### config.mk
export PLATFORM = sky130hd
export DESIGN_NAME = zynq_glue_top
export DESIGN_NICKNAME = d
export VERILOG_FILES = /design/src/logic/glue_csr_pkg.sv /design/src/logic/glue_mem_pkg.sv /design/src/logic/addr_xlate.sv /design/src/logic/csr_bank.sv /design/src/logic/mem_profiler.sv /design/src/logic/zynq_glue_top.sv
export VERILOG_INCLUDE_DIRS = /design/src /design/src/logic
export SDC_FILE = /design/constraint.sdc
export NUM_CORES = 1
export LEC_CHECK = 0
export BUFFER_PORTS_ARGS = -buffer_cell sky130_fd_sc_hd__buf_2
export CORE_AREA = 4 4 168 170
export DETAILED_ROUTE_END_ITERATION = 6
export DIE_AREA = 0 0 172 174
export GPL_TIMING_DRIVEN = 0
export PLACE_DENSITY = 0.74
export SLEW_MARGIN = 30
export SYNTH_ARGS = -nofsm -noshare
export SYNTH_HDL_FRONTEND = slang
export SYNTH_SLANG_ARGS = --single-unit
### constraint.sdc
create_clock -name aclk_i -period 4.9 [get_ports aclk_i]
set_input_delay 0 -clock aclk_i [delete_from_list [all_inputs] [get_ports aclk_i]]
set_output_delay 0 -clock aclk_i [all_outputs]
set_load 0.01 [all_outputs]
### src/logic/glue_cfg.svh
`ifndef GLUE_CFG_SVH
`define GLUE_CFG_SVH

////////////////////////////////////////
// host register bus
////////////////////////////////////////
`define GLUE_DATA_W        32
`define GLUE_NUM_CTRL      4
`define GLUE_NUM_STAT      6

////////////////////////////////////////
// address spaces
////////////////////////////////////////
`define GLUE_ADDR_W        32
// GP port drops the top two address bits
`define GLUE_HOST_ADDR_W   30
`define GLUE_DRAM_BASE     32'h8000_0000
// 256 MB usable by the core
`define GLUE_DRAM_LIMIT    32'h1000_0000

// profiler geometry, one bit per 8 MB region
`define GLUE_REGION_W      7
`define GLUE_REGION_LSB    23
`define GLUE_PROFILE_BITS  128

`endif

### src/logic/glue_csr_pkg.sv
`default_nettype none

`include "glue_cfg.svh"

package glue_csr_pkg;

   ////////////////////////////////////////
   // register map
   ////////////////////////////////////////

   // control words written by the host
   typedef enum logic [1:0] {
      CTRL_SYS_RESET = 2'd0,
      CTRL_CORE_HOLD = 2'd1,
      CTRL_DRAM_INIT = 2'd2,
      CTRL_DRAM_BASE = 2'd3
   } ctrl_idx_e;

   // status words read back by the host
   typedef enum logic [2:0] {
      STAT_MINSTRET_LO = 3'd0,
      STAT_MINSTRET_HI = 3'd1,
      STAT_PROFILE_0   = 3'd2,
      STAT_PROFILE_1   = 3'd3,
      STAT_PROFILE_2   = 3'd4,
      STAT_PROFILE_3   = 3'd5
   } stat_idx_e;

   ////////////////////////////////////////
   // host register bus
   ////////////////////////////////////////

   typedef struct packed {
      logic                    v;
      ctrl_idx_e               idx;
      logic [`GLUE_DATA_W-1:0] data;
   } csr_wr_s;

   typedef struct packed {
      logic      v;
      stat_idx_e idx;
   } csr_rd_s;

   typedef struct packed {
      logic                    v;
      logic [`GLUE_DATA_W-1:0] data;
   } csr_rdata_s;

endpackage

`default_nettype wire

### src/logic/glue_mem_pkg.sv
`default_nettype none

`include "glue_cfg.svh"

package glue_mem_pkg;

   ////////////////////////////////////////
   // core physical address
   ////////////////////////////////////////

   // cached dram space, bit 31 set
   typedef struct packed {
      logic                        is_dram;
      logic                        rsvd;
      logic [`GLUE_REGION_W-1:0]   region;
      logic [`GLUE_REGION_LSB-1:0] offset;
   } dram_view_s;

   // local space: tile, device, then a 1 MB window
   typedef struct packed {
      logic        is_dram;
      logic [6:0]  tile;
      logic [3:0]  device;
      logic [19:0] offset;
   } local_view_s;

   typedef union packed {
      dram_view_s  dram;
      local_view_s lcl;
   } core_addr_u;

   ////////////////////////////////////////
   // requests
   ////////////////////////////////////////

   // from the host GP port
   typedef struct packed {
      logic                         v;
      logic                         wr;
      logic [`GLUE_HOST_ADDR_W-1:0] addr;
   } host_req_s;

   // in core physical space
   typedef struct packed {
      logic       v;
      logic       wr;
      core_addr_u addr;
   } core_req_s;

   // toward PS DRAM
   typedef struct packed {
      logic                    v;
      logic                    wr;
      logic [`GLUE_ADDR_W-1:0] addr;
      logic                    err;
   } ps_req_s;

endpackage

`default_nettype wire

### src/logic/addr_xlate.sv
`timescale 1ns/100ps
`default_nettype none

`include "glue_cfg.svh"

module addr_xlate (
   input  wire                              aclk_i,
   input  wire                              rst_n_i,
   input  wire glue_mem_pkg::host_req_s     host_req_i,
   input  wire glue_mem_pkg::core_req_s     dram_req_i,
   input  wire                              dram_init_i,
   input  wire [`GLUE_ADDR_W-1:0]           dram_base_i,
   output glue_mem_pkg::core_req_s          core_req_o,
   output glue_mem_pkg::ps_req_s            ps_req_o
);

   import glue_mem_pkg::*;

   logic [`GLUE_ADDR_W-1:0] host_xlat_w;
   logic [`GLUE_ADDR_W-1:0] dram_off_w;
   logic                    dram_err_w;
   core_req_s               core_q;
   ps_req_s                 ps_q;

   ////////////////////////////////////////
   // host window
   ////////////////////////////////////////

   // host 0x0xxx_xxxx -> core dram 0x8xxx_xxxx
   // host 0x2xxx_xxxx -> core local 0x0xxx_xxxx, tiles 0 to 15
   assign host_xlat_w = {~host_req_i.addr[29], 3'b000, host_req_i.addr[27:0]};

   always_ff @(posedge aclk_i) begin
      if (!rst_n_i) begin
         core_q.v <= 1'b0;
      end else begin
         core_q.v <= host_req_i.v;
      end
      core_q.wr   <= host_req_i.wr;
      core_q.addr <= host_xlat_w;
   end

   assign core_req_o = core_q;

   ////////////////////////////////////////
   // core dram to PS dram
   ////////////////////////////////////////

   // strip the core dram base, leaving an offset into the allocation
   assign dram_off_w = dram_req_i.addr ^ `GLUE_DRAM_BASE;

   assign dram_err_w = ~dram_init_i
                     | ~dram_req_i.addr.dram.is_dram
                     | (dram_off_w >= `GLUE_DRAM_LIMIT);

   always_ff @(posedge aclk_i) begin
      if (!rst_n_i) begin
         ps_q.v <= 1'b0;
      end else begin
         ps_q.v <= dram_req_i.v;
      end
      ps_q.wr   <= dram_req_i.wr;
      ps_q.addr <= dram_off_w + dram_base_i;
      ps_q.err  <= dram_err_w;
   end

   assign ps_req_o = ps_q;

   // bit 28 has no window behind it on the GP port
   a_host_bit28: assert property (
      @(posedge aclk_i) disable iff (!rst_n_i)
      host_req_i.v |-> !host_req_i.addr[28]
   ) else $error("addr_xlate: host address %h outside both windows", host_req_i.addr);

   // the local window only reaches the first 16 tiles
   a_local_tile: assert property (
      @(posedge aclk_i) disable iff (!rst_n_i)
      (core_req_o.v && !core_req_o.addr.lcl.is_dram) |-> (core_req_o.addr.lcl.tile < 7'd16)
   ) else $error("addr_xlate: local request to tile %0d", core_req_o.addr.lcl.tile);

endmodule

`default_nettype wire

### src/logic/csr_bank.sv
`timescale 1ns/100ps
`default_nettype none

`include "glue_cfg.svh"

module csr_bank (
   input  wire                              aclk_i,
   input  wire                              rst_n_i,
   input  wire glue_csr_pkg::csr_wr_s       csr_wr_i,
   input  wire glue_csr_pkg::csr_rd_s       csr_rd_i,
   input  wire [2*`GLUE_DATA_W-1:0]         minstret_i,
   input  wire [`GLUE_PROFILE_BITS-1:0]     profile_i,
   output glue_csr_pkg::csr_rdata_s         csr_rdata_o,
   output logic                             sys_resetn_o,
   output logic                             core_reset_o,
   output logic                             dram_init_o,
   output logic [`GLUE_ADDR_W-1:0]          dram_base_o
);

   import glue_csr_pkg::*;

   logic [`GLUE_NUM_CTRL-1:0][`GLUE_DATA_W-1:0] ctrl_q;
   logic [`GLUE_NUM_STAT-1:0][`GLUE_DATA_W-1:0] stat_w;
   csr_rdata_s                                  rdata_q;

   ////////////////////////////////////////
   // control registers
   ////////////////////////////////////////

   // core stays held until the host releases it
   always_ff @(posedge aclk_i) begin
      if (!rst_n_i) begin
         ctrl_q                 <= '0;
         ctrl_q[CTRL_CORE_HOLD] <= `GLUE_DATA_W'(1);
      end else if (csr_wr_i.v) begin
         ctrl_q[csr_wr_i.idx] <= csr_wr_i.data;
      end
   end

   // sys_resetn is active low, written as a plain level
   assign sys_resetn_o = ctrl_q[CTRL_SYS_RESET][0];

   assign core_reset_o = ~rst_n_i | ctrl_q[CTRL_CORE_HOLD][0];

   assign dram_init_o = ctrl_q[CTRL_DRAM_INIT][0];
   assign dram_base_o = ctrl_q[CTRL_DRAM_BASE];

   ////////////////////////////////////////
   // status read-back
   ////////////////////////////////////////

   // profiler words go out lowest bits first
   assign stat_w[STAT_MINSTRET_LO] = minstret_i[0 +: `GLUE_DATA_W];
   assign stat_w[STAT_MINSTRET_HI] = minstret_i[`GLUE_DATA_W +: `GLUE_DATA_W];
   assign stat_w[STAT_PROFILE_0]   = profile_i[0*`GLUE_DATA_W +: `GLUE_DATA_W];
   assign stat_w[STAT_PROFILE_1]   = profile_i[1*`GLUE_DATA_W +: `GLUE_DATA_W];
   assign stat_w[STAT_PROFILE_2]   = profile_i[2*`GLUE_DATA_W +: `GLUE_DATA_W];
   assign stat_w[STAT_PROFILE_3]   = profile_i[3*`GLUE_DATA_W +: `GLUE_DATA_W];

   // one read per cycle, data lands on the next edge
   always_ff @(posedge aclk_i) begin
      if (!rst_n_i) begin
         rdata_q.v <= 1'b0;
      end else begin
         rdata_q.v <= csr_rd_i.v;
      end
      if (csr_rd_i.idx < `GLUE_NUM_STAT) begin
         rdata_q.data <= stat_w[csr_rd_i.idx];
      end else begin
         rdata_q.data <= '0;
      end
   end

   assign csr_rdata_o = rdata_q;

   // host may only address the six status words
   a_rd_idx_range: assert property (
      @(posedge aclk_i) disable iff (!rst_n_i)
      csr_rd_i.v |-> (csr_rd_i.idx < `GLUE_NUM_STAT)
   ) else $error("csr_bank: status read index %0d out of range", csr_rd_i.idx);

endmodule

`default_nettype wire

### src/logic/mem_profiler.sv
`timescale 1ns/100ps
`default_nettype none

`include "glue_cfg.svh"

module mem_profiler (
   input  wire                              aclk_i,
   input  wire                              rst_n_i,
   input  wire                              core_reset_i,
   input  wire glue_mem_pkg::core_req_s     dram_req_i,
   output logic [`GLUE_PROFILE_BITS-1:0]    profile_o
);

   import glue_mem_pkg::*;

   logic [`GLUE_PROFILE_BITS-1:0] prof_q;
   logic                          hit_w;

   // local-space traffic says nothing about dram footprint
   assign hit_w = dram_req_i.v & dram_req_i.addr.dram.is_dram;

   ////////////////////////////////////////
   // sticky region bitmap
   ////////////////////////////////////////

   always_ff @(posedge aclk_i) begin
      if (!rst_n_i || core_reset_i) begin
         prof_q <= '0;
      end else if (hit_w) begin
         prof_q[dram_req_i.addr.dram.region] <= 1'b1;
      end
   end

   assign profile_o = prof_q;

   // bits only accumulate while the core runs
   a_sticky: assert property (
      @(posedge aclk_i) disable iff (!rst_n_i || core_reset_i)
      !core_reset_i |=> ((~prof_q & $past(prof_q)) == '0)
   ) else $error("mem_profiler: region bit cleared outside reset");

endmodule

`default_nettype wire

### src/logic/zynq_glue_top.sv
`timescale 1ns/100ps
`default_nettype none

`include "glue_cfg.svh"

module zynq_glue_top (
   input  wire                              aclk_i,
   input  wire                              rst_n_i,
   // host register bus
   input  wire glue_csr_pkg::csr_wr_s       csr_wr_i,
   input  wire glue_csr_pkg::csr_rd_s       csr_rd_i,
   output glue_csr_pkg::csr_rdata_s         csr_rdata_o,
   // core side
   input  wire [2*`GLUE_DATA_W-1:0]         minstret_i,
   output logic                             sys_resetn_o,
   output logic                             core_reset_o,
   // address paths
   input  wire glue_mem_pkg::host_req_s     host_req_i,
   input  wire glue_mem_pkg::core_req_s     dram_req_i,
   output glue_mem_pkg::core_req_s          core_req_o,
   output glue_mem_pkg::ps_req_s            ps_req_o
);

   logic                          dram_init_w;
   logic [`GLUE_ADDR_W-1:0]       dram_base_w;
   logic [`GLUE_PROFILE_BITS-1:0] profile_w;

   csr_bank u_csr_bank (
      .aclk_i       (aclk_i),
      .rst_n_i      (rst_n_i),
      .csr_wr_i     (csr_wr_i),
      .csr_rd_i     (csr_rd_i),
      .minstret_i   (minstret_i),
      .profile_i    (profile_w),
      .csr_rdata_o  (csr_rdata_o),
      .sys_resetn_o (sys_resetn_o),
      .core_reset_o (core_reset_o),
      .dram_init_o  (dram_init_w),
      .dram_base_o  (dram_base_w)
   );

   addr_xlate u_addr_xlate (
      .aclk_i      (aclk_i),
      .rst_n_i     (rst_n_i),
      .host_req_i  (host_req_i),
      .dram_req_i  (dram_req_i),
      .dram_init_i (dram_init_w),
      .dram_base_i (dram_base_w),
      .core_req_o  (core_req_o),
      .ps_req_o    (ps_req_o)
   );

   // profiler watches the raw core dram requests
   mem_profiler u_mem_profiler (
      .aclk_i       (aclk_i),
      .rst_n_i      (rst_n_i),
      .core_reset_i (core_reset_o),
      .dram_req_i   (dram_req_i),
      .profile_o    (profile_w)
   );

endmodule

`default_nettype wire

; Word level (Yosys, flattened, before mapping)
; Index checks and enable logic that the tools add are counted.
; W data, S select, Z words.
[totals]
reg_bits = 355
in_bits = 171
[op_classes]
add_sub_neg = 1
magnitude_cmp = 7
n_mux = 7
n_bitwise = 9
n_reduce_logical = 4
[op_table]
columns = operator, n
row1 = $bwmux W128, 1
row2 = $or A128 B128 Y128, 1
row3 = $bmux W32 S3, 1
row4 = $demux W32 S2, 1
row5 = $mux W32, 2
row6 = $add A32 B32 Y32, 1
row7 = $ge A32 B29 Y1 const B, 1
row8 = $lt A7 B8 Y1 const B, 1
row9 = $demux W1 S7, 1
row10 = $ge A7 B1 Y1 const B, 1
row11 = $lt A3 B4 Y1 const B, 1
row12 = $not A1 Y1, 4
row13 = $lt A2 B3 Y1 const B, 1
row14 = $lt A3 B3 Y1 const B, 1
row15 = $or A1 B1 Y1, 3
row16 = $ge A2 B1 Y1 const B, 1
row17 = $logic_and A1 B1 Y1, 2
row18 = $and A1 B1 Y1, 1
row19 = $logic_not A1 Y1, 1
row20 = $logic_or A1 B1 Y1, 1
row21 = $mux W1, 1

; Logic depth before layout (Yosys ltp)
[depth]
word_depth = 5
ltp_mapped = 9

; Cells and area by module
; A second synthesis with hierarchy kept.
[unflattened]
cells_unflattened = 1125
area_unflattened_um2 = 11244.5
[by_module_without_submodules]
columns = mod, instances, cells_each, area_per_inst_um2
row1 = mem_profiler, 1, 407, 4120.2
row2 = csr_bank, 1, 404, 3982.6
row3 = addr_xlate, 1, 314, 3141.8

; Worst setup path after synthesis
; No wires, ideal clock.
[synth_path]
kind = register to register
from = register u_csr_bank.ctrl_q, in the netlist u_csr_bank.dram_base_o[0]
to = register u_addr_xlate.ps_q, in the netlist u_addr_xlate.ps_req_o[29]
setup_ps = 88
t_arrival_ps = 2107
slack_ps = 2705
stages_incl_launch_ff = 10
n_path_buf = 0
period_less_slack_ps = 2195
path_cell_list = dfxtp_1 ha_1 fa_1 a21o_1 a31o_1 a31oi_2 nand2_2 a31oi_4 nor2b_1 a311oi_2
[synth_between]
elab_chain_cells = 1
[synth_rtl]
columns = element, line
row1 = "start, declared", csr_bank.sv:22  ; logic [`GLUE_NUM_CTRL-1:0][`GLUE_DATA_W-1:0] ctrl_q;
row2 = "start signal, assigned by index", csr_bank.sv:34  ; ctrl_q[CTRL_CORE_HOLD] <= `GLUE_DATA_W'(1);
row3 = "start signal, assigned by index", csr_bank.sv:36  ; ctrl_q[csr_wr_i.idx] <= csr_wr_i.data;
row4 = $add A32 B32 Y32, addr_xlate.sv:63  ; ps_q.addr <= dram_off_w + dram_base_i;
row5 = "end, declared", addr_xlate.sv:23  ; ps_req_s ps_q;
; Every way passes these cells.
; A chain may end at the register's enable or synchronous reset.

; Worst setup path in the final report
[layout_path]
from = register u_csr_bank.ctrl_q, in the netlist u_csr_bank.dram_base_o[1]
to = register u_addr_xlate.ps_q, in the netlist u_addr_xlate.ps_req_o[18]
; The elaborated chain is that of the path after synthesis.

==> impl_metrics.yaml <==
status:
  outcome: "finished clean"
yosys:
  syn_inst: 1094
  synthFlopType: "dfxtp_1"
  netlist_area_mm2: 0.0105
  synth_edf_count: 0
  synth_seq_area_share_pct: 49.9
  async_flop_share_pct: 0
  yosysUniqueCellTypes: 56
  yosys_warnings: 0
  syn_area_per_cell_um2: 9.61
  synth-seq-cells: 262
power:
  clkPwrFrac_pct: 43.8
  seq_power_share_pct: 44.4
  p_sw_share_pct: 24.4
  pwr-share-comb_pct: 11.8
  leakage_uw: 0.00624
  peakVddDrop_uv: 306
  p_int_uw: 3790
  p_switching_uw: 1220
  powerDensity_mw_per_mm2: 337
timing:
  slew_headroom_pct: 39.3
  fin_skew_ns: 0.0188
  timing.final.ws_setup_ns: 2.19
  finalCriticalPeriod_ns: 2.71
  worst_slew_pin_slew_ns: 0.903
  rsz0062_at_grt: "false"
  timing_max_transition_violations_final: 0
  finalSetupViolations: 0
  finalSetupTns_ns: 0
  post-route-period-util_pct: 55.3
  fmax_ghz: 0.369
  hold_viol_final: 0
global_route:
  grt_usage_pct: 22.8
  grt_overflow: 0
  grt_pass1_wl_um: 54800
  grt_start_max_net_pins: 15
  grt_pass1_vias: 10400
  antenna_found_initial: 3
min_path:
  worst_hold_path_type: "in2reg"
clocking:
  clock_latency_ns: 0.53
  cts.sinks: 262
  cts_buffers: 29
  cts_tree: "done"
  root_buffer: "clkbuf_16"
  cts_max_path_buffers: 3
  cts_setup_buffers: 0
  h-tree-depth: 1
  clk_pin_slew_worst_paths_ns: 0.06
drt:
  ant_nets: 0
  vias_per_cell: 5.29
  wl_per_cell_um: 18.5
  drt_wl_total_um: 35500
  wl_met1_um: 14000
  wl_met2_um: 16900
  met3_length_um: 2850
  drc: 0
  vias: 10100
  top_layer_used: "met5"
  drt_first_pass_iters: 5
  drtIter0Drc: 865
layout:
  final_util_pct: 55.6
  final_cell_mix: "buf_2, dfxtp_1, dlygate4sd3_1"
  final_nets: 1753
  area_growth_pct: 41.3
  layout_commonest_cell: "buf_2"
  drive_gt1_share_pct: 24.3
setup_path:
  critPathBufInv: 1
  startpoint_type: "flop"
  crit_family: "compound AO/OA/AOI/OAI gates"
  crit_path_max_fanout: 4
  cp_cell_sequence: "ha_1 -> a211oi_1 -> o211ai_1 -> a21oi_2 -> a21oi_2 -> nand3_1 -> nand2_1 -> xor2_1 -> dlygate4sd3_1"
  worstPathRequired_ns: 5.32
  critPathMaxStageDelay_ns: 0.55
  arrival_ns: 3.13
  crit_slowest_cell: "dlygate4sd3_1"
  crit_type: "reg2reg"
  end_kind: "flop"
  crit_top_cell: "a21oi_2"
floorplanning:
  start_util_pct: 39.3
  core-area_mm2: 0.0267
  ioPinCount: 275
  core.rowCount: 60
  die_h_um: 174
  die_area_mm2: 0.0299
  die_w_um: 172
job:
  cap_viol_max_count: 0
placement:
  io_buffers: 267
  hpwl_um: 24000
  gp_congestion: 0.894
  place_ws_ns: 2.40
==> state kept, by name, summed over array words and instances (netlist names) <==
register	flops
u_csr_bank.ctrl_q	1
u_addr_xlate.core_req_o	31
u_csr_bank.csr_rdata_o	33
u_addr_xlate.ps_req_o	35
u_csr_bank.sys_resetn_o	1
u_mem_profiler.profile_o	128
u_csr_bank.dram_base_o	32
u_csr_bank.dram_init_o	1
==> worst min-delay path, cell delays in order <==
cell      delay, ns
buf_2          0.11
nand3_1        0.20
nand2_1        0.12
a21boi_0       0.06
==> area by class of cell <==
cell class | count | area [µm²]
Clock buffer | 35 | 778
Buffer | 63 | 258
Inverter | 43 | 161
Timing Repair Buffer | 423 | 2900
Fill cell | 2272 | 11900
Clock inverter | 17 | 190
Sequential cell | 262 | 5250
Antenna cell | 4 | 10.0
Tap cell | 341 | 427
Multi-Input combinational cell | 728 | 4880
==> stage by stage <==
step                      total power (µW)  hold WS [ns]  instances  area (µm²)
final                                 5010        0.0111       1916       14900
after global routing                  5190        0.0425       1915       14800
after CTS                             5030       0.00920       1912       14800
after detailed placement              2740         0.104       1704       12300
after global placement                2730         0.102       1704       12300
after floorplan                       2530        0.0277       1096       10500
==> what timing repair did <==
action / in CTS / in global routing
gates resized for setup: 0 / 0
hold buffers: 156 / 0
endpoints found under the setup margin: 0 / 0
hold endpoints to repair: 127 / 0
==> path summary, 6_finish.rpt <==
kind / endpoint / slack [ns] / cells past startpoint / start
hold reg to reg: u_mem_profiler.profile_o[72]$_SDFFE_PP0P_ / 0.47 / 2 / u_mem_profiler.profile_o[72]$_SDFFE_PP0P_
hold / removal: u_csr_bank.dram_base_o[0]$_SDFFE_PN0P_ / 0.01 / 4 / csr_wr_i[34]
setup / recovery: u_addr_xlate.ps_req_o[18]$_DFF_P_ / 2.19 / 9 / u_csr_bank.dram_base_o[1]$_SDFFE_PN0P_
setup reg to reg: u_addr_xlate.ps_req_o[18]$_DFF_P_ / 2.19 / 9 / u_csr_bank.dram_base_o[1]$_SDFFE_PN0P_
==> per-layer routing <==
layer,vias up,track usage (%)
li1,4737,-
met1,4773,28.8
met2,504,37.4
met3,125,4.73
met4,2,10.3
met5,-,0
==> power by group through the flow <==
stage	Sequential [µW]	Combinational [µW]	Clock, µW
after floorplan	2300	234	0
after global placement	2270	464	0
after detailed placement	2270	473	0
after CTS	2220	576	2230
after global routing	2230	639	2320
final	2220	591	2200
==> cell usage after synthesis, drive strengths merged, types with 3 or more instances <==
| cell type | instances | area (µm²) |
|---|---|---|
| a211oi | 6 | 45.0 |
| a21boi | 33 | 248 |
| a21o | 17 | 129 |
| a21oi | 159 | 811 |
| a31oi | 6 | 58.8 |
| and2 | 7 | 45.1 |
| and3 | 3 | 18.8 |
| buf | 18 | 88.8 |
| clkbuf | 45 | 169 |
| dfxtp | 262 | 5250 |
| ha | 31 | 388 |
| inv | 43 | 161 |
| mux2i | 36 | 360 |
| mux4 | 32 | 721 |
| nand2 | 86 | 325 |
| nand2b | 9 | 56.3 |
| nand3 | 10 | 50.1 |
| nand4 | 8 | 50.1 |
| nor2 | 153 | 574 |
| nor2b | 7 | 43.8 |
| nor3 | 10 | 50.1 |
| nor4 | 3 | 18.8 |
| o211ai | 4 | 30.0 |
| o21a | 3 | 22.5 |
| o21ai | 19 | 98.9 |
| o21bai | 4 | 37.5 |
| o22ai | 32 | 200 |
| xnor2 | 16 | 140 |
| xor2 | 12 | 105 |
==> kinds of logic after synthesis <==
family                     synth area share, %
xor gates and xnor gates                  2.33
adders and majority gates                 3.88
muxes                                     10.3
DFF                                       49.9
buffers and inverters                     3.99
AOI/OAI and AO/OA                         17.5
and+or+nand+nor                           12.0
other                                   0.0357
No activity file was read; power rests on OpenSTA's default activity.
